<file path="src/tpu_cfg_pkg.sv">
// array geometry, element widths and memory depth, read by scoped name from every RTL block
package tpu_cfg_pkg;

    // ====================
    // array geometry
    // ====================
    localparam int N = 4;                         // array width and height

    // ====================
    // word widths
    // ====================
    localparam int DATA_W = 8;                    // signed input and weight elements
    localparam int ACC_W  = 18;                   // signed partial sums and results

    // ====================
    // memories and counters
    // ====================
    localparam int MEM_DEPTH = 16;                // rows per memory
    localparam int ADDR_W    = $clog2(MEM_DEPTH); // row address
    localparam int CNT_W     = ADDR_W + 1;        // holds a full count of MEM_DEPTH
    localparam int ARRAY_LAT = 2 * N;             // row in to result write, in cycles

endpackage

</file>
<file path="src/tpu_bus_pkg.sv">
// row and bus types passed between the matrix-multiply blocks and the host
package tpu_bus_pkg;

    // single elements, signed so that element selects stay signed
    typedef logic signed [tpu_cfg_pkg::DATA_W-1:0] data_elem_t;
    typedef logic signed [tpu_cfg_pkg::ACC_W-1:0]  acc_elem_t;

    // whole rows, element 0 in the low bits
    typedef data_elem_t [tpu_cfg_pkg::N-1:0] data_row_t;  // 32 bits
    typedef acc_elem_t  [tpu_cfg_pkg::N-1:0] acc_row_t;   // 72 bits

    // host write strobe into input or weight memory
    typedef struct packed {
        logic                            valid;  // write this cycle
        logic                            sel;    // 0 input mem, 1 weight mem
        logic [tpu_cfg_pkg::ADDR_W-1:0] addr;
        data_row_t                       data;
    } host_wr_t;

    // input row into the array
    typedef struct packed {
        logic      valid;
        logic      last;                         // final row of the run
        data_row_t data;
    } arr_in_t;

    // column-skewed result row out of the array
    typedef struct packed {
        logic     valid;                         // aligned with column 0
        logic     last;
        acc_row_t data;
    } arr_out_t;

endpackage

</file>
<file path="src/row_mem.sv">
// row-wide single-clock memory with one write port and a registered read, payload set by type
`timescale 1ns/1ps

module row_mem #(
    parameter type payload_t = tpu_bus_pkg::data_row_t  // data rows or result rows
) (
    input  logic                            clk,
    input  logic                            wr_en,
    input  logic [tpu_cfg_pkg::ADDR_W-1:0] wr_addr,
    input  payload_t                        wr_data,
    input  logic                            rd_en,
    input  logic [tpu_cfg_pkg::ADDR_W-1:0] rd_addr,
    output payload_t                        rd_data
);

    payload_t mem_q [tpu_cfg_pkg::MEM_DEPTH];     // one payload per row

    always_ff @(posedge clk) begin
        if (wr_en) begin
            mem_q[wr_addr] <= wr_data;            // whole row at once
        end
        if (rd_en) begin
            rd_data <= mem_q[rd_addr];            // data one cycle after rd_en
        end
    end

endmodule

</file>
<file path="config.mk">
export PLATFORM = sky130hd
export DESIGN_NAME = row_mem
export DESIGN_NICKNAME = d
export VERILOG_FILES = /design/src/tpu_cfg_pkg.sv /design/src/tpu_bus_pkg.sv /design/src/row_mem.sv
export SDC_FILE = /design/constraint.sdc
export NUM_CORES = 1
export LEC_CHECK = 0
export BUFFER_PORTS_ARGS = -buffer_cell sky130_fd_sc_hd__buf_2
export CELL_PAD_IN_SITES_DETAIL_PLACEMENT = 0
export CELL_PAD_IN_SITES_GLOBAL_PLACEMENT = 1
export CORE_MARGIN = 8
export CORE_UTILIZATION = 50
export DETAILED_ROUTE_END_ITERATION = 8
export PLACE_DENSITY_LB_ADDON = 0.3
export REMOVE_ABC_BUFFERS = 1
export SYNTH_ARGS = -nofsm -noshare
export SYNTH_HDL_FRONTEND = slang
export SYNTH_SLANG_ARGS = --single-unit
</file>
<file path="constraint.sdc">
create_clock -name clk -period 4.56 [get_ports clk]
set_input_delay 0.912 -clock clk [delete_from_list [all_inputs] [get_ports clk]]
set_output_delay 0.912 -clock clk [all_outputs]
set_load 0.01 [all_outputs]
</file>
==> run_results.csv <==
group,metric,value,unit
synth,yosys.area_share.simple,1.253,%
synth,synth_mux_area_share,14.29,%
detailed_routing,drc_errors,0,
detailed_routing,vias_per_cell,5.954,
flow_run,maxCapViolations,0,
synth,yosys.area.top_type,"edfxtp_1",
clock_network,h-tree-depth,2,
worst_setup_path,worstSetupStartpoint,"rd_addr[0]",
timing,finalClockSkew,0.02265,ns
detailed_routing,first_pass_iters,5,
worst_setup_path,arrival,2.77,ns
global_routing,track_usage,18.03,%
synth,synth_top_area_share,80.97,%
worst_setup_path,required,4.88,ns
final_layout,nNetsFinal,995,
synth,synth-xor-area-share,0,%
place,io_buffers,74,
final_layout,mostFrequentLayoutCell,"edfxtp_1",
detailed_routing,routed_wl,41920,microns
synth,syn_area,0.02017,sq mm
clock_network,ctsLongestPathBuffers,3,
detailed_routing,dr_total_vias,9068,
place,globalplace.congestion,0.7112,
clock_network,cts_setup_buffers,0,
clock_network,clkTransAtPathRegs,0.06,ns
timing,worstMarginPinSlew,1.218,ns
place,dpl.cell_count,1421,
final_layout,drive_above_1_share,32.70,%
synth,yosys_warnings,0,
timing,setup_violations,0,
power,power_leakage,7.425,nW
synth,synth.area.top_cells,"edfxtp_1 (81%), mux4_2 (14%), a22oi_1 (2.4%), nand2_1 (0.61%), buf_4 (0.41%)",
timing,period_needed,2.454,ns
timing,rsz0062_at_grt,"no",
worst_setup_path,reg2reg_to,"rd_data[26]$_DFFE_PP_",
synth,ys_types,17,
min_path,hold_path_class,"in -> reg",
floorplan,dieArea,0.04703,sq mm
clock_network,cts_hold_buf,0,
floorplan,start_util,50.66,%
final_layout,area_delta_synth_final,15.08,%
detailed_routing,ant_nets,0,
detailed_routing,drt_iter0_drc,962,
global_routing,antenna_found_initial,2,
status,outcome,"complete, no violations",
synth,synth-compound-area-share,2.382,%
final_layout,ff_latch_area,0.01634,sq mm
synth,synth_top_family_by_area,"multiplexers",
timing,fmax,407.5,MHz
global_routing,grt-ovfl-total,0,
clock_network,cts-root-buf,"clkbuf_16",
final_layout,final_cell_mix,"edfxtp_1 (544), mux4_2 (128), buf_2 (72)",
clock_network,post_cts_resized,0,
timing,hold_viol_final,0,
global_routing,first_global_vias,9627,
floorplan,rows,73,
floorplan,io_pins,75,
synth,ys_seq_elements,544,
global_routing,grt_max_degree,79,
clock_network,numCtsBuffers,54,
global_routing,grt_pass1_wl,62660,microns
place,dp_hpwl,21890,microns
floorplan,fp.dieH,216.9,microns
timing,slew_viol_final,0,
floorplan,die_x,216.9,microns
clock_network,cts_tree,"yes",
timing,fin_crit_sh,53.82,%
final_layout,fin_cells,1523,
detailed_routing,wl_per_cell,27.52,microns
worst_setup_path,endpoint_kind,"register",
worst_setup_path,path_class,"in -> reg",
synth,synth_fa_ha_area_share,0,%
worst_setup_path,rr_worst_depth,3,
clock_network,cts_sinks,544,
timing,slew-limit-headroom,18.59,%
synth,synthCells,838,
worst_setup_path,worstSetupStartpointType,"primary input",
synth,yosysSeqAreaShare,80.97,%
final_layout,multi_input_area,0.003750,sq mm
final_layout,n_fill_cell,2882,
worst_setup_path,critPathMaxFanout,53,
timing,final.setup.tns,0,ns
worst_setup_path,crit_end,"rd_data[28]$_DFFE_PP_",
worst_setup_path,ff2ff_setup_slack,3.05,ns
power,power_density,462.5,mW/mm^2
synth,avgSynthCellArea,24.07,sq um
floorplan,coreArea,0.03982,sq mm
clock_network,clk_latency,0.59,ns
power,irDropWorstVdd,307.9,uV
worst_setup_path,reg2reg_from,"mem_q[3][26]$_DFFE_PP_",
## how the worst min path moves through the flow
| stage | cells after the start | from | to |
|---|---|---|---|
| finish | 1 | wr_data[29] | mem_q[11][29]$_DFFE_PP_ |
| global placement | 3 | mem_q[15][6]$_DFFE_PP_ | rd_data[6]$_DFFE_PP_ |
| global route | 1 | wr_data[22] | mem_q[6][22]$_DFFE_PP_ |
| detailed placement | 3 | mem_q[12][11]$_DFFE_PP_ | rd_data[11]$_DFFE_PP_ |
| CTS | 1 | wr_data[7] | mem_q[8][7]$_DFFE_PP_ |
| floorplan | 3 | mem_q[14][0]$_DFFE_PP_ | rd_data[0]$_DFFE_PP_ |
## layer usage
metal	GRT usage (%)	wire [microns]	part of all wire [%]
met4	5.794	934	2.2
met1	24.10	17580	42
met3	3.148	2386	5.7
met2	30.13	21000	50
met5	0	13	0.031
## flip-flops by register name, summed over array words and instances (netlist names)
name	count
mem_q	512
rd_data	32
## worst max-delay path: stages
cell and delay (ns):
clkbuf_8 0.51, buf_4 0.43, mux4_2 0.54, a22oi_1 0.21
nand2_1 0.09
## power by group
group	internal [mW]	switching (mW)	total, mW
clock	2.78	1.81	4.59
combinational	0.195	0.289	0.484
sequential	5.63	0.0300	5.66
total	8.60	2.13	10.7
## synth_stat cells
cell,count
nand3_1,1
mux4_2,128
buf_2,4
buf_6,2
nand2b_1,2
buf_4,11
nor2_1,13
nand3b_1,2
nor2b_1,2
a22oi_1,64
nand2_1,33
or3b_2,1
nor3_1,4
and2_1,1
edfxtp_1,544
buf_1,9
clkbuf_1,17
## kinds of logic (layout without fill, tap and decap cells)
logic type	count (synthesis)	count (layout)
mux	128	128
flops	544	544
other cells	0	1
simple gates	59	59
buf+inv	43	202
compound gates	64	64
## area by class of cell
| class | instances | share of cell area, % |
|---|---|---|
| sequential | 544 | 70.36 |
| multi-input combinational | 251 | 16.15 |
| clock buffer | 67 | 6.122 |
| tap | 525 | 2.829 |
| timing repair buffer | 101 | 2.678 |
| clock inverter | 34 | 1.848 |
| antenna | 1 | 0.01078 |
## stage by stage
step	util [%]	power, mW	cell area [sq um]	setup WS, ns	hold WS (ns)
finish	58.30	10.74	23220	2.106	0.6929
detailed placement	53.65	6.266	21360	1.448	0.7309
global route	58.30	11.06	23220	1.924	0.6758
CTS	58.29	10.84	23210	2.074	0.6620
global placement	53.65	6.253	21360	1.472	0.7224
floorplan	-	5.991	19950	0.4684	0.7103
No activity file was read; power rests on OpenSTA's default activity.
