## src/tpu_cfg_pkg.sv

```systemverilog
// array geometry, element widths and memory depth, read by scoped name from every RTL block
package tpu_cfg_pkg;

    // ====================
    // array geometry
    // ====================
    localparam int N = 4;                         // array width and height

    // ====================
    // word widths
    // ====================
    localparam int DATA_W = 8;                    // signed input and weight elements
    localparam int ACC_W  = 18;                   // signed partial sums and results

    // ====================
    // memories and counters
    // ====================
    localparam int MEM_DEPTH = 16;                // rows per memory
    localparam int ADDR_W    = $clog2(MEM_DEPTH); // row address
    localparam int CNT_W     = ADDR_W + 1;        // holds a full count of MEM_DEPTH
    localparam int ARRAY_LAT = 2 * N;             // row in to result write, in cycles

endpackage

```

## src/tpu_bus_pkg.sv

```systemverilog
// row and bus types passed between the matrix-multiply blocks and the host
package tpu_bus_pkg;

    // single elements, signed so that element selects stay signed
    typedef logic signed [tpu_cfg_pkg::DATA_W-1:0] data_elem_t;
    typedef logic signed [tpu_cfg_pkg::ACC_W-1:0]  acc_elem_t;

    // whole rows, element 0 in the low bits
    typedef data_elem_t [tpu_cfg_pkg::N-1:0] data_row_t;  // 32 bits
    typedef acc_elem_t  [tpu_cfg_pkg::N-1:0] acc_row_t;   // 72 bits

    // host write strobe into input or weight memory
    typedef struct packed {
        logic                            valid;  // write this cycle
        logic                            sel;    // 0 input mem, 1 weight mem
        logic [tpu_cfg_pkg::ADDR_W-1:0] addr;
        data_row_t                       data;
    } host_wr_t;

    // input row into the array
    typedef struct packed {
        logic      valid;
        logic      last;                         // final row of the run
        data_row_t data;
    } arr_in_t;

    // column-skewed result row out of the array
    typedef struct packed {
        logic     valid;                         // aligned with column 0
        logic     last;
        acc_row_t data;
    } arr_out_t;

endpackage

```

## src/weight_fifo.sv

```systemverilog
// weight staging between weight memory and the array, filled by push and drained by shift
`timescale 1ns/1ps

module weight_fifo (
    input  logic                   clk,
    input  logic                   arst_n,
    input  logic                   push,          // row_in valid this cycle
    input  logic                   shift,         // array takes col_out this cycle
    input  tpu_bus_pkg::data_row_t row_in,
    output tpu_bus_pkg::data_row_t col_out
);

    // stage 0 is the newest row, stage N-1 the oldest
    tpu_bus_pkg::data_row_t stage_q [tpu_cfg_pkg::N];

    // ====================
    // staging shift
    // ====================
    // push and shift move the same way, only the entry into stage 0 differs
    always_ff @(posedge clk or negedge arst_n) begin
        if (!arst_n) begin
            for (int i = 0; i < tpu_cfg_pkg::N; i++) begin
                stage_q[i] <= '0;                 // empty staging
            end
        end else if (push || shift) begin
            stage_q[0] <= push ? row_in : '0;     // drain fills with zero rows
            for (int i = 1; i < tpu_cfg_pkg::N; i++) begin
                stage_q[i] <= stage_q[i-1];       // older rows move along
            end
        end
    end

    // oldest row faces the array, first row read is first row shifted
    assign col_out = stage_q[tpu_cfg_pkg::N-1];

endmodule
```

## config.mk

```make
export PLATFORM = sky130hd
export DESIGN_NAME = weight_fifo
export DESIGN_NICKNAME = d
export VERILOG_FILES = /design/src/tpu_cfg_pkg.sv /design/src/tpu_bus_pkg.sv /design/src/weight_fifo.sv
export SDC_FILE = /design/constraint.sdc
export NUM_CORES = 1
export LEC_CHECK = 0
export BUFFER_PORTS_ARGS = -buffer_cell sky130_fd_sc_hd__buf_2
export CAP_MARGIN = 20
export CORE_ASPECT_RATIO = 1.2
export CORE_UTILIZATION = 57
export CTS_CLUSTER_SIZE = 20
export DETAILED_ROUTE_END_ITERATION = 7
export PLACE_DENSITY = 0.77
export REMOVE_ABC_BUFFERS = 1
export SYNTH_ARGS = -nofsm -noshare
export SYNTH_HDL_FRONTEND = slang
export SYNTH_SLANG_ARGS = --single-unit
```

## constraint.sdc

```tcl
create_clock -name clk -period 0.95 [get_ports clk]
set_clock_uncertainty 0.1 [all_clocks]
set_input_delay 0.0475 -clock clk [delete_from_list [all_inputs] [get_ports clk]]
set_output_delay 0.0475 -clock clk [all_outputs]
set_load 0.01 [all_outputs]
```

==> run_results.csv <==
group,metric,value,unit
run_status,run_status,"complete, but fails checks",
run_status,failed_checks,"negative hold slack, negative setup slack",
final_layout,design_area,0.00681,mm2
synth,syn_inst,307,
setup_path,r2r-end,"col_out[21]$_DFFE_PN0P_",
setup_path,r2r-start,"col_out[21]$_DFFE_PN0P_",
global_route,grt_use_total,20.7,%
setup_path,r2r_cells,2,
route,post-route-drc-count,0,
global_route,grt_overflow,0,
global_route,grt_pass1_vias,3054,
pwr,power.leakage,3.39,nW
route,drt_iter0_drc,72,
hold_path,worstHoldEndpoint,"stage_q[50]$_DFFE_PN0P_",
timing,timing.final.ws_setup,-256,ps
setup_path,cp_slowest_cell,"dfrtp_1",
synth,synthTopCellsByArea,"dfrtp_1 (59%), mux2_4 (24%), a22o_1 (5.2%)",
floorplan,core-area,0.00913,mm2
synth,synth-edff-count,0,
synth,yosysMostFrequentCell,"dfrtp_1",
clocking,cts_made_buffers,17,
clocking,cts_sinks,128,
timing,finalCritPeriodShare,127,%
floorplan,io_pins,68,
placed_design,io_buffers,67,
hold_path,hp-start,"shift",
timing,fmax,829,MHz
clocking,ctsHtreeMaxLevel,4,
setup_path,regToRegSetupSlack,-50,ps
final_layout,drive_above_1_share,53.6,%
synth,yosysTopAreaCell,"dfrtp_1",
timing,tightest_slew,414,ps
route,vias_per_cell,5.03,
flow_run,maxCapViolCount,0,
floorplan,dieWidth,90.8,um
setup_path,startpoint_type,"flop",
timing,hold_viol,2,
clocking,cts_tree,"done",
placed_design,place.gp.congestion,0.681,
clocking,path_clk_slew,60,ps
route,finalWirelength,9160,um
final_layout,area_growth,26.1,%
final_layout,nets,453,
timing,hold_ws,-19.8,ps
global_route,grtUsageMet2,34.2,%
floorplan,rows,38,
clocking,cts_buffer_depth,2,
final_layout,fin_util,74.6,%
global_route,grt_pass1_wl,15300,um
synth,yosysSeqAreaShare,59.3,%
hold_path,hold_path.class,"input port to flop",
final_layout,fillerInstances,580,
timing,period_needed,1210,ps
route,wl_per_cell,16.7,um
route,vias,2764,
route,drt_first_pass_iters,4,
synth,synth_top_area_share,59.3,%
final_layout,n_antenna_cell,0,
global_route,grt_busiest_layer,"met2",
setup_path,crit_buf_inv,1,
synth,synthesis.area,0.00540,mm2
setup_path,end_kind,"output pin",
timing,rsz0062_at_grt,"true",
setup_path,startpoint,"col_out[11]$_DFFE_PN0P_",
synth,async_reset_ff_share,100,%
global_route,grt_max_degree,66,
global_route,met3_usage,5.30,%
global_route,grt_use_met1,25.8,%
synth,ys_warn_count,0,
setup_path,critical_path_arrival,1060,ps
setup_path,crit_path_max_incr_delay,400,ps
setup_path,critPathMaxFanout,2,
hold_path,hold_depth,4,
setup_path,path_cells,"buf_2",
timing,finalMaxSlewViolations,0,
placed_design,place_hpwl,5130,um
setup_path,crit_family,"flip-flops",
synth,synth_ff_type,"dfrtp_1",
pwr,powerDensity,2250,mW/mm2
clocking,root_buffer,"clkbuf_8",
setup_path,critical_path_class,"flop to output pin",
floorplan,initial_utilization,59.1,%
route,antenna_left,0,
pwr,worst_ir_drop_vdd,0.00146,V
synth,syn_avg_cell_area,17.6,um2
floorplan,die_height,109,um
floorplan,die_area,0.00987,mm2
clocking,cts_hold_buf,34,
global_route,antenna_found_initial,0,
clocking,insertion_delay,510,ps
synth,synth-seq-cells,128,
timing,slew_headroom,72.4,%
timing,setup_viol_count_final,54,
synth,synth_cell_types,9,
setup_path,worstPathRequired,800,ps
placed_design,placed_cell_area,0.00563,mm2
synth,yosys-top-cells-count,"dfrtp_1 (128), mux2_4 (88), buf_4 (36)",
[layout by cell type, fill, tap and decap left out]
cell type and instances:
a22o_1 32, buf_12 8, buf_2 65, buf_4 19
buf_6 15, bufinv_16 4, clkbuf_1 5, clkbuf_16 16
clkbuf_8 5, clkinv_2 1, dfrtp_1 128, dlygate4sd3_1 34
mux2_2 8, mux2_4 88, nor2_4 1
[metrics by stage]
step,instances,hold WS [ps],power [mW],setup slack (ps),TNS (ps)
2_1_floorplan,257,-348,7.58,-2260,-275670
3_3_place_gp,462,-227,8.18,-284,-25400
3_5_place_dp,462,-225,8.27,-312,-27080
4_1_cts,546,-32.5,15.3,-276,-8450
5_1_grt,549,-32.1,15.9,-297,-9570
6_report,549,-19.8,15.3,-256,-7890
[worst reg2reg max path, stage by stage, from the launching register on]
cell and delay, ps:
dfrtp_1 390, buf_4 140, mux2_4 250
[area by class of cell]
cell class	instances	area (um2)	area share, %
flip-flops and latches	128	3200	47.1
repair buffers	141	1140	16.7
clock buffers	26	488	7.17
well taps	120	150	2.21
multi-input cells	129	1700	25.0
clock inverters	5	125	1.84
[worst max path at each step]
| stage | to | slack (ps) | cells past startpoint |
|---|---|---|---|
| floorplan | col_out[23]$_DFFE_PN0P_ | -2260 | 2 |
| global placement | stage_q[47]$_DFFE_PN0P_ | -280 | 5 |
| detailed placement | stage_q[95]$_DFFE_PN0P_ | -310 | 5 |
| CTS | col_out[11] | -280 | 1 |
| global route | col_out[13] | -300 | 1 |
| finish | col_out[11] | -260 | 1 |
[flip-flops by register name, indices dropped and copies added, names as in the netlist]
register / cells
col_out: 32
stage_q: 96
[repair_timing]
action / 4_1_cts / 5_1_grt
setup buffers: 19 / 7
gates resized for setup: 1 / 14
endpoints found under the setup margin: 32 / 51
hold endpoints to repair: 168 / 7
[layer usage]
metal  share of wire, %  wire (um)
met5                  0          0
met4                1.9        177
met3                2.6        235
met2                 51       4630
met1                 45       4110
[power by group]
part	switching, mW	leakage, nW	internal, mW
clock	2.19	0.299	4.53
sequential	0.382	1.62	6.08
combinational	0.725	1.48	1.40
total	3.30	3.39	12.0
[cell families (layout without fill, tap and decap cells)]
family	count (synthesis)	count (layout)	synth area share (%)
buf+inv	50	172	9.13
mux	96	96	26.1
simple gates	1	1	0.209
flops	128	128	59.3
compound gates	32	32	5.19
(Power assumes the default switching activity.)
