$ cat config.mk
export PLATFORM = sky130hd
export DESIGN_NAME = out_writer
export DESIGN_NICKNAME = d
export VERILOG_FILES = /design/src/tpu_cfg_pkg.sv /design/src/tpu_bus_pkg.sv /design/src/out_writer.sv
export SDC_FILE = /design/constraint.sdc
export NUM_CORES = 1
export LEC_CHECK = 0
export BUFFER_PORTS_ARGS = -buffer_cell sky130_fd_sc_hd__buf_4
export CAP_MARGIN = 20
export CORE_UTILIZATION = 40
export DETAILED_ROUTE_END_ITERATION = 16
export HOLD_SLACK_MARGIN = 0.06
export PLACE_DENSITY = 0.66
export RECOVER_POWER = 100
export SLEW_MARGIN = 20
export SYNTH_ARGS = -nofsm -noshare
export SYNTH_HDL_FRONTEND = slang
export SYNTH_SLANG_ARGS = --single-unit
$ cat constraint.sdc
create_clock -name clk -period 1.2 [get_ports clk]
set_clock_uncertainty 0.05 [all_clocks]
set_input_delay 0.12 -clock clk [delete_from_list [all_inputs] [get_ports clk]]
set_output_delay 0.12 -clock clk [all_outputs]
set_load 0.02 [all_outputs]
$ cat src/tpu_cfg_pkg.sv
// array geometry, element widths and memory depth, read by scoped name from every RTL block
package tpu_cfg_pkg;

    // ====================
    // array geometry
    // ====================
    localparam int N = 4;                         // array width and height

    // ====================
    // word widths
    // ====================
    localparam int DATA_W = 8;                    // signed input and weight elements
    localparam int ACC_W  = 18;                   // signed partial sums and results

    // ====================
    // memories and counters
    // ====================
    localparam int MEM_DEPTH = 16;                // rows per memory
    localparam int ADDR_W    = $clog2(MEM_DEPTH); // row address
    localparam int CNT_W     = ADDR_W + 1;        // holds a full count of MEM_DEPTH
    localparam int ARRAY_LAT = 2 * N;             // row in to result write, in cycles

endpackage

$ cat src/tpu_bus_pkg.sv
// row and bus types passed between the matrix-multiply blocks and the host
package tpu_bus_pkg;

    // single elements, signed so that element selects stay signed
    typedef logic signed [tpu_cfg_pkg::DATA_W-1:0] data_elem_t;
    typedef logic signed [tpu_cfg_pkg::ACC_W-1:0]  acc_elem_t;

    // whole rows, element 0 in the low bits
    typedef data_elem_t [tpu_cfg_pkg::N-1:0] data_row_t;  // 32 bits
    typedef acc_elem_t  [tpu_cfg_pkg::N-1:0] acc_row_t;   // 72 bits

    // host write strobe into input or weight memory
    typedef struct packed {
        logic                            valid;  // write this cycle
        logic                            sel;    // 0 input mem, 1 weight mem
        logic [tpu_cfg_pkg::ADDR_W-1:0] addr;
        data_row_t                       data;
    } host_wr_t;

    // input row into the array
    typedef struct packed {
        logic      valid;
        logic      last;                         // final row of the run
        data_row_t data;
    } arr_in_t;

    // column-skewed result row out of the array
    typedef struct packed {
        logic     valid;                         // aligned with column 0
        logic     last;
        acc_row_t data;
    } arr_out_t;

endpackage

$ cat src/out_writer.sv
// result deskew, ReLU clamp and output memory write with a per-run row address
`timescale 1ns/1ps

module out_writer (
    input  logic                            clk,
    input  logic                            arst_n,
    input  tpu_bus_pkg::arr_out_t           row_in,        // column c lags c cycles
    output logic                            omem_wr_en,
    output logic [tpu_cfg_pkg::ADDR_W-1:0] omem_wr_addr,
    output tpu_bus_pkg::acc_row_t           omem_wr_data,
    output logic                            wr_done        // write of the last row
);

    tpu_bus_pkg::acc_row_t       dsk_q [tpu_cfg_pkg::N-1];  // stage j delays by j+1
    logic [tpu_cfg_pkg::N-2:0]   vld_q;
    logic [tpu_cfg_pkg::N-2:0]   lst_q;
    logic                        last_q;          // written row closes the run
    tpu_bus_pkg::acc_row_t       aligned;         // all columns of one row

    // ====================
    // deskew
    // ====================
    always_ff @(posedge clk) begin
        dsk_q[0] <= row_in.data;
        for (int j = 1; j < tpu_cfg_pkg::N-1; j++) begin
            dsk_q[j] <= dsk_q[j-1];
        end
    end

    // column c waits N-1-c cycles, the rightmost column passes straight
    always_comb begin
        aligned = row_in.data;
        for (int c = 0; c < tpu_cfg_pkg::N-1; c++) begin
            aligned[c] = dsk_q[tpu_cfg_pkg::N-2-c][c];
        end
    end

    // ReLU register, feeds the memory write directly
    always_ff @(posedge clk) begin
        for (int c = 0; c < tpu_cfg_pkg::N; c++) begin
            omem_wr_data[c] <= (aligned[c] < 0) ? '0 : aligned[c];  // clamp negatives
        end
    end

    // ====================
    // write control
    // ====================
    always_ff @(posedge clk or negedge arst_n) begin
        if (!arst_n) begin
            vld_q        <= '0;
            lst_q        <= '0;
            omem_wr_en   <= 1'b0;
            last_q       <= 1'b0;
            omem_wr_addr <= '0;
        end else begin
            vld_q      <= {vld_q[tpu_cfg_pkg::N-3:0], row_in.valid};
            lst_q      <= {lst_q[tpu_cfg_pkg::N-3:0], row_in.valid && row_in.last};
            omem_wr_en <= vld_q[tpu_cfg_pkg::N-2];
            last_q     <= lst_q[tpu_cfg_pkg::N-2];
            if (omem_wr_en) begin
                omem_wr_addr <= last_q ? '0 : omem_wr_addr + 1'b1;  // next run from row 0
            end
        end
    end

    assign wr_done = omem_wr_en && last_q;

endmodule

==> results.cfg <==
[outcome]
status = complete, but fails checks
failing_checks = negative setup slack

[worst_setup_path]
critical_path_class = register to output port
worstReg2RegEnd = omem_wr_addr[2]$_DFFE_PN0P_
endpoint_kind = output port
reg2reg_from = omem_wr_addr[0]$_DFFE_PN0P_
crit_slowest_cell = dfrtp_2
critical_path.max_stage_delay_ns = 0.43
cp_data_required_time_ns = 1.03
worst_setup_path_start_kind = register
ff2ff_path_depth = 5
crit_fanout = 4
timing.critical_path.arrival_ns = 1.20
cp_cell_sequence = and2_4 > buf_6
worst-r2r-setup-slack_ns = -0.02

[clocking]
worst_setup_hold_path_clk_slew_ns = 0.07
clock-sinks = 192
cts_root_buf = clkbuf_8
cts.htree.levels = 4
tritoncts = yes
max-clock-path-buffers = 2
cts_inserted_buffers = 17
insertion_delay_of_the_later_clocked_pin_in_the_worst_skew_pair_ns = 0.51

[layout]
multiInputGateArea_sq_um = 567
nets_final = 637
post-route-cell-area_sq_um = 7360
final_common_cell = dfxtp_1
post_route_cells_drive_above_1_share_pct = 36.0
layout.core_utilization_pct = 67.9
seqCellArea_sq_um = 3910
nFillCells = 718
synthToLayoutAreaGrowth_pct = 64.9
layout_common_cells = 178 x dfxtp_1, 92 x dlygate4sd3_1, 72 x clkbuf_4, 69 x nor2b_1, 49 x buf_4
stdcell_count = 712
diodes = 0

[worst_hold_path]
min_path_cells = 2
hold_class = input pin to register
min_to = dsk_q[0][9]$_DFF_P_
timing.hold.worst.start = row_in[9]

[placement]
globalplace.congestion = 0.770
total_placed_instance_area_sq_um = 5810
place.detailed.instances = 578
place_hpwl_um = 4860
count_of_buffers_inserted_at_the_top_level_ports = 153

[route]
drt_pre_antenna_iters = 4
antenna_left = 0
wl_um = 8890
wl_per_cell_um = 12.5
route.detailed.drc = 0
post_drt_via_cell_ratio = 3.99
vias = 2842
first_iter_violations = 73

[global_route]
gr-total-overflow = 0
antenna_found_initial = 0
grt_max_degree = 18
globalRouteTotalUtil_pct = 15.9
grt_pass1_wl_um = 13500
first_global_vias = 2984

[synthesis]
yosysUniqueCellTypes = 17
post_syn_area_per_cell_sq_um = 15.8
ys_seq_elements = 192
syn_area_sq_um = 4470
ys.warnings.count = 0
seq_area_frac_synth_pct = 87.4
synthesis.instances = 282

[floorplanning]
core_area_sq_um = 10800
die_area_sq_um = 11600
fp-row-count = 38
die-height_um = 108
io-pin-count = 154
die_wd_um = 108
floorplan.initialDensity_pct = 41.2

[sta]
timing.final.max_slew_violations = 0
setup-violations-final = 7
postLayoutSetupSlackWorst_ns = -0.174
achievable-frequency_mhz = 728
endpoints_failing_hold = 0
grt_setup_unrepaired = true
fin_crit_sh_pct = 115
finalWorstPathRequiredPeriod_ns = 1.37

[pwr]
vdd_ir_drop_max_mv = 1.10
cellPowerDensity_nw_per_um2 = 1880
cellLeakagePower_uw = 0.00337

[job]
maxCapViolCount = 0
-- layer usage --
| layer | global-route usage (%) | share of wire [%] | vias up |
|---|---|---|---|
| li1 | - | - | 1419 |
| met1 | 14.8 | 36 | 1293 |
| met2 | 29.2 | 54 | 112 |
| met3 | 7.08 | 7.6 | 18 |
| met4 | 8.12 | 2.0 | 0 |
| met5 | 0 | 0 | - |
-- kinds of logic after synthesis --
logic type      Yosys count  share of synthesized area, %
other cells               1                        0.0840
fa+ha+maj                 1                         0.280
simple gates             75                          10.4
flops                   192                          87.4
mux                       3                         0.728
buf+inv                   7                         0.700
compound gates            3                         0.392
-- how the worst max path moves through the flow --
stage	start	end	slack, ns	cells past startpoint
2_1_floorplan	omem_wr_addr[0]$_DFFE_PN0P_	omem_wr_addr[2]$_DFFE_PN0P_	0.04	3
3_3_place_gp	omem_wr_addr[0]$_DFFE_PN0P_	omem_wr_addr[2]$_DFFE_PN0P_	0.09	3
3_5_place_dp	omem_wr_addr[0]$_DFFE_PN0P_	omem_wr_addr[2]$_DFFE_PN0P_	0.04	3
4_1_cts	omem_wr_en$_DFF_PN0_	wr_done	-0.21	2
5_1_grt	omem_wr_en$_DFF_PN0_	wr_done	-0.22	2
6_report	omem_wr_en$_DFF_PN0_	wr_done	-0.17	2
-- state kept, by name (all words and copies together), names as in the netlist --
| register | cells |
|---|---|
| omem_wr_addr | 4 |
| last_q | 1 |
| vld_q | 3 |
| lst_q | 3 |
| dsk_q | 108 |
| omem_wr_data | 72 |
| omem_wr_en | 1 |
-- synth_stat cells --
library cell,number,area [sq um]
nand3b_1,1,7.51
dfrtp_1,12,300
buf_2,4,20.0
o21ai_0,1,5.00
conb_1,1,3.75
o22ai_1,2,12.5
nand2_1,1,3.75
and2_1,2,12.5
inv_2,1,3.75
nand3_1,1,5.00
ha_1,1,12.5
mux2_2,2,22.5
inv_1,2,7.51
dfxtp_1,180,3600
nor2_1,1,3.75
nor2b_1,69,432
mux2i_1,1,10.0
-- per-stage QoR --
| stage | setup TNS, ns | worst slack [ns] | hold slack (ns) | total power [uW] |
|---|---|---|---|---|
| 5_1_grt | -0.795 | -0.217 | 0.194 | 14400 |
| 3_3_place_gp | 0 | 0.0872 | -0.0919 | 8050 |
| 2_1_floorplan | 0 | 0.0443 | -0.226 | 7520 |
| 6_report | -0.436 | -0.174 | 0.215 | 13800 |
| 4_1_cts | -0.617 | -0.210 | 0.160 | 13900 |
| 3_5_place_dp | 0 | 0.0381 | -0.0847 | 8100 |
-- worst max-delay path: cells and delay by family, from the launching register on --
kind	cells	cell delay (ns)
and+or+nand+nor	1	0.14
DFF	1	0.43
buffers and inverters	1	0.12
-- layout make-up --
cell class	count	area share, %
repair buffers	260	28.7
clock buffers	20	6.19
inverters	3	0.153
multi-input cells	86	7.70
flip-flops and latches	192	53.1
clock inverters	11	1.75
well taps	140	2.38
-- where the power goes --
| group | internal, uW | leakage [uW] | switching (uW) | total, uW |
|---|---|---|---|---|
| clock network | 3140 | 0.000284 | 2250 | 5400 |
| logic | 880 | 0.00143 | 641 | 1520 |
| registers | 6780 | 0.00165 | 132 | 6910 |
-- repair_timing --
action	in CTS	in global routing
gates resized for setup	10	9
pin swaps	2	1
endpoints found under the hold margin	85	12
hold buffers	92	1
setup endpoints to repair	6	13
setup buffers	9	2
Note: power is estimated with default switching activity, not from simulation.
