--- config.mk ---
export PLATFORM = sky130hd
export DESIGN_NAME = sys_arr
export DESIGN_NICKNAME = d
export VERILOG_FILES = /design/src/tpu_cfg_pkg.sv /design/src/tpu_bus_pkg.sv /design/src/sys_arr.sv
export SDC_FILE = /design/constraint.sdc
export NUM_CORES = 2
export LEC_CHECK = 0
export ABC_AREA = 0
export BUFFER_PORTS_ARGS = -buffer_cell sky130_fd_sc_hd__buf_2
export CORE_ASPECT_RATIO = 1.1
export CORE_MARGIN = 5
export CORE_UTILIZATION = 46
export CTS_BUF_LIST = sky130_fd_sc_hd__clkbuf_2
export DETAILED_ROUTE_END_ITERATION = 6
export GPL_TIMING_DRIVEN = 1
export PLACE_DENSITY_LB_ADDON = 0.1
export SLEW_MARGIN = 20
export SYNTH_ARGS = -nofsm -noshare
export SYNTH_HDL_FRONTEND = slang
export SYNTH_SLANG_ARGS = --single-unit
--- constraint.sdc ---
create_clock -name clk -period 5.6 [get_ports clk]
set_input_delay 1.12 -clock clk [delete_from_list [all_inputs] [get_ports clk]]
set_output_delay 1.12 -clock clk [all_outputs]
set_load 0.03 [all_outputs]
--- src/tpu_cfg_pkg.sv ---
// array geometry, element widths and memory depth, read by scoped name from every RTL block
package tpu_cfg_pkg;

    // ====================
    // array geometry
    // ====================
    localparam int N = 4;                         // array width and height

    // ====================
    // word widths
    // ====================
    localparam int DATA_W = 8;                    // signed input and weight elements
    localparam int ACC_W  = 18;                   // signed partial sums and results

    // ====================
    // memories and counters
    // ====================
    localparam int MEM_DEPTH = 16;                // rows per memory
    localparam int ADDR_W    = $clog2(MEM_DEPTH); // row address
    localparam int CNT_W     = ADDR_W + 1;        // holds a full count of MEM_DEPTH
    localparam int ARRAY_LAT = 2 * N;             // row in to result write, in cycles

endpackage

--- src/tpu_bus_pkg.sv ---
// row and bus types passed between the matrix-multiply blocks and the host
package tpu_bus_pkg;

    // single elements, signed so that element selects stay signed
    typedef logic signed [tpu_cfg_pkg::DATA_W-1:0] data_elem_t;
    typedef logic signed [tpu_cfg_pkg::ACC_W-1:0]  acc_elem_t;

    // whole rows, element 0 in the low bits
    typedef data_elem_t [tpu_cfg_pkg::N-1:0] data_row_t;  // 32 bits
    typedef acc_elem_t  [tpu_cfg_pkg::N-1:0] acc_row_t;   // 72 bits

    // host write strobe into input or weight memory
    typedef struct packed {
        logic                            valid;  // write this cycle
        logic                            sel;    // 0 input mem, 1 weight mem
        logic [tpu_cfg_pkg::ADDR_W-1:0] addr;
        data_row_t                       data;
    } host_wr_t;

    // input row into the array
    typedef struct packed {
        logic      valid;
        logic      last;                         // final row of the run
        data_row_t data;
    } arr_in_t;

    // column-skewed result row out of the array
    typedef struct packed {
        logic     valid;                         // aligned with column 0
        logic     last;
        acc_row_t data;
    } arr_out_t;

endpackage

--- src/sys_arr.sv ---
// weight-stationary N by N MAC array, inputs skewed by row, sums flowing down each column
`timescale 1ns/1ps

module sys_arr (
    input  logic                   clk,
    input  logic                   arst_n,
    input  logic                   w_shift,       // weights move one cell down
    input  tpu_bus_pkg::data_row_t w_in,          // enters cell row 0
    input  tpu_bus_pkg::arr_in_t   row_in,
    output tpu_bus_pkg::arr_out_t  row_out
);

    // boundary-extended meshes, cell (k,c) reads [k][c] and drives the next index
    tpu_bus_pkg::data_elem_t wgt  [tpu_cfg_pkg::N+1][tpu_cfg_pkg::N];  // weight, downwards
    tpu_bus_pkg::data_elem_t act  [tpu_cfg_pkg::N][tpu_cfg_pkg::N+1];  // activation, rightwards
    tpu_bus_pkg::acc_elem_t  psum [tpu_cfg_pkg::N+1][tpu_cfg_pkg::N];  // partial sum, downwards

    tpu_bus_pkg::data_row_t  skew_q [tpu_cfg_pkg::N-1];  // stage j delays by j+1
    logic [tpu_cfg_pkg::N-1:0] vld_q;             // valid tag delay line
    logic [tpu_cfg_pkg::N-1:0] lst_q;             // last tag delay line

    // ====================
    // input skew
    // ====================
    always_ff @(posedge clk) begin
        skew_q[0] <= row_in.data;
        for (int j = 1; j < tpu_cfg_pkg::N-1; j++) begin
            skew_q[j] <= skew_q[j-1];
        end
    end

    // tags reach the bottom together with column 0
    always_ff @(posedge clk or negedge arst_n) begin
        if (!arst_n) begin
            vld_q <= '0;
            lst_q <= '0;
        end else begin
            vld_q <= {vld_q[tpu_cfg_pkg::N-2:0], row_in.valid};
            lst_q <= {lst_q[tpu_cfg_pkg::N-2:0], row_in.valid && row_in.last};
        end
    end

    // ====================
    // cell mesh
    // ====================
    for (genvar c = 0; c < tpu_cfg_pkg::N; c++) begin : g_top
        assign wgt[0][c]  = w_in[c];              // weight feed from the FIFO
        assign psum[0][c] = '0;                   // no bias, sums start at zero
    end

    for (genvar k = 0; k < tpu_cfg_pkg::N; k++) begin : g_row
        if (k == 0) begin : g_head
            assign act[k][0] = row_in.data[0];    // row 0 needs no delay
        end else begin : g_dly
            assign act[k][0] = skew_q[k-1][k];    // element k delayed k cycles
        end

        for (genvar c = 0; c < tpu_cfg_pkg::N; c++) begin : g_col
            tpu_bus_pkg::data_elem_t wgt_q;       // stationary weight
            tpu_bus_pkg::data_elem_t act_q;
            tpu_bus_pkg::acc_elem_t  psum_q;

            always_ff @(posedge clk) begin
                if (w_shift) begin
                    wgt_q <= wgt[k][c];           // take the weight from above
                end
                act_q  <= act[k][c];
                psum_q <= psum[k][c] + act[k][c] * wgt_q;  // signed MAC
            end

            assign wgt[k+1][c]  = wgt_q;
            assign act[k][c+1]  = act_q;
            assign psum[k+1][c] = psum_q;
        end
    end

    // bottom sums, column c one cycle behind column c-1
    always_comb begin
        row_out.valid = vld_q[tpu_cfg_pkg::N-1];
        row_out.last  = lst_q[tpu_cfg_pkg::N-1];
        for (int c = 0; c < tpu_cfg_pkg::N; c++) begin
            row_out.data[c] = psum[tpu_cfg_pkg::N][c];
        end
    end

endmodule

==> results.md <==
* Outcome: completed
* I/O Pins at 143
* Max-Slew Margin vs Limit at 25.6%
* Setup crit end kind: flop
* GPL Wtd Cong at 0.854
* WL final at 125000 µm
* Area of the mapped netlist at 60000 µm²
* Async S/R FF share, synth at 1.44%
* Fin. Hold Viols at 0
* Vias in the first global route at 41590
* Largest net degree at the start of global routing at 66
* Startpoint types: flop
* Antenna viol nets, final at 0
* First-pass GRT wire length at 214000 µm
* Clk_skew at 0.130 ns
* Avg Inst Size Synth at 10.8 µm²
* Top cell type by total area after synthesis: fa_1
* Initial antenna violation count at 3
* Post-DR wirelength/cell at 16.0 µm
* Sink Count at 556
* Total gr overflow at 0
* Most common cell after layout, fill and taps aside: inv_1
* Clock Path Buffers at 3
* Die area at 138000 µm²
* Synth Register Bits at 556
* Hold_ws at 0.309 ns
* Min Tclk post-route at 5.28 ns
* Max Cap Viol at 0
* Hold wc startpoint: skew_q[0][62]
* Final setup viols at 0
* Clk Latency, worst-skew pair at 1.55 ns
* Most frequent cells in the layout: 1304 x inv_1, 1164 x fa_1, 608 x ha_1
* Post-synthesis sequential area ratio at 20.7%
* Rows at 139
* Synth-to-Final Area Change at 9.28%
* Die width at 354 µm
* EDFF count, synth at 128
* RSZ-0062 raised after global routing: false
* Arrival time at the worst endpoint at 6.60 ns
* CP required at 6.92 ns
* Peak fanout along the critical path at 9
* Crit share post-route at 94.3%
* Hold Path Stages at 0
* Netlist cell types at 68
* Hold Path Class: flop to flop
* Yosys warning count at 0
* Syn_nets at 7409
* DP HPWL at 105000 µm
* Final Worst Setup Slack at 0.319 ns
* Nets at 7824
* Clock transition at path regs at 0.10 ns
* Vias per inst at 4.76
* Peak Freq at 189 MHz
* Vias at 37163
* Endpoint, Worst Hold: skew_q[0][94]
* Pre-antenna DRT Iters at 5
* FF-to-FF End: g_row[2].g_col[3].psum_q[17]
* CTS tree: done
* Pre-CTS WS at 0.210 ns
* Top cell type's share of synthesized area at 38.8%
* Most used DFF post-synth: dfxtp_1
* H-tree levels at 4
* Die Span Y at 389 µm
* # DRC at 0
* Slew Viols, Final at 0
* Worst reg2reg startpoint: g_row[2].g_col[3].wgt_q[1]
* Reg2Reg Depth at 13
* Setup CP Type: flop to flop
* CTS Root Cell: clkbuf_2
* Ranking of synthesized cells by area: fa_1 39%, dfxtp_1 14%, ha_1 13%
* Syn Inst Count at 5568
* Initial Util at 46.1%
* IO buf count at 142
* R2R Setup Slk at 0.32 ns
* Core Area at 130000 µm²
* Measured slew at the worst slew-check pin at 1.12 ns
* TNS Setup at 0 ns
* Total CTS buffers at 157
* Iteration-0 DRC Markers at 1176
* Global Route Usage Sum at 19.2%
* Share of layout cells above drive strength 1 at 7.46%
## kinds of logic (layout without fill, tap and decap cells)
kind of cell	after synthesis	count (layout)	synth area share (%)
AO/OA/AOI/OAI	434	434	4.78
XOR/XNOR	278	278	4.06
adder cells (fa/ha/maj)	1772	1772	51.5
buffers and inverters	1321	1863	8.28
flip-flops	556	556	20.7
multiplexers	12	12	0.223
other	0	7	0
AND/OR/NAND/NOR	1195	1195	10.4
## flip-flops by register name (all words and copies together), names as in the netlist
| register | cells |
|---|---|
| skew_q | 54 |
| g_row.g_col.act_q | 90 |
| vld_q | 4 |
| g_row.g_col.psum_q | 276 |
| lst_q | 4 |
| g_row.g_col.wgt_q | 128 |
## how the worst max path moves through the flow
| stage | start | depth (start not counted) | to | slack [ns] |
|---|---|---|---|---|
| floorplan | g_row[2].g_col[3].wgt_q[0] | 14 | g_row[2].g_col[3].psum_q[13] | 0.61 |
| global placement | g_row[3].g_col[0].act_q[7] | 16 | g_row[3].g_col[1].psum_q[16] | 0.23 |
| detailed placement | g_row[3].g_col[0].act_q[7] | 16 | g_row[3].g_col[1].psum_q[16] | 0.21 |
| CTS | g_row[3].g_col[0].act_q[7] | 16 | g_row[3].g_col[1].psum_q[16] | 0.19 |
| global route | g_row[3].g_col[1].wgt_q[0] | 16 | g_row[3].g_col[1].psum_q[16] | 0.08 |
| finish | g_row[2].g_col[3].wgt_q[1] | 13 | g_row[2].g_col[3].psum_q[17] | 0.32 |
## stage by stage
step                cells  utilization, %  cell area (µm²)
finish               7809            50.4            65600
global route         7809            50.4            65600
CTS                  7802            50.4            65600
detailed placement   7417            48.4            63000
global placement     7417            48.4            63000
floorplan            5568               -            60000
## synth_stat cells, drive strengths merged (4+ instances only)
cell,number
inv,1304
fa,1164
ha,608
and2,536
dfxtp,420
nand2,400
xnor2,230
edfxtp,128
a21oi,122
nor2,88
nor2b,76
o21ai,76
a21o,56
xor2,48
nand2b,41
o21a,35
a211oi,30
o211ai,25
o21bai,15
clkbuf,13
nor3,13
a31oi,12
nand3,12
a41oi,11
mux2,11
a211o,10
dfrtp,8
a2111oi,7
a31o,5
nor4,5
o31ai,5
or3,5
a21boi,4
buf,4
nand4,4
o2bb2ai,4
## layer usage
layer	vias to the layer above	GRT usage [%]	wire length [µm]
met5	-	0	0
met4	0	4.56	2360
met3	166	2.91	3410
met2	431	33.6	62700
met1	18722	25.4	56500
li1	17844	-	-
## final cells by class
type	count	area (µm²)
clock buffer	225	1130
inverter	1304	4890
multi-input combinational	3691	42600
tap	1692	2120
antenna	7	17.5
timing repair buffer	273	1950
fill	12064	64500
clock inverter	61	432
sequential	556	12500
## worst max-delay path, cell delays in order, from the launching register on
cell,delay [ns]
edfxtp_1,0.63
and2_1,0.55
fa_1,0.54
fa_1,0.50
fa_1,0.56
fa_1,0.42
ha_1,0.32
ha_1,0.41
o21ai_0,0.12
a211oi_1,0.42
nand3_1,0.12
o211ai_1,0.27
o31ai_1,0.12
xnor2_1,0.14
## repair_timing
action | 4_1_cts | 5_1_grt
hold buffers | 99 | 0
hold endpoints to repair | 136 | 0
gates resized for setup | 0 | 2
setup buffers | 0 | 0
endpoints found under the setup margin | 0 | 3
Power is left out: the tool's default activity adds up to more than one toggle a clock period on the data nets, which glitch-free logic cannot reach.
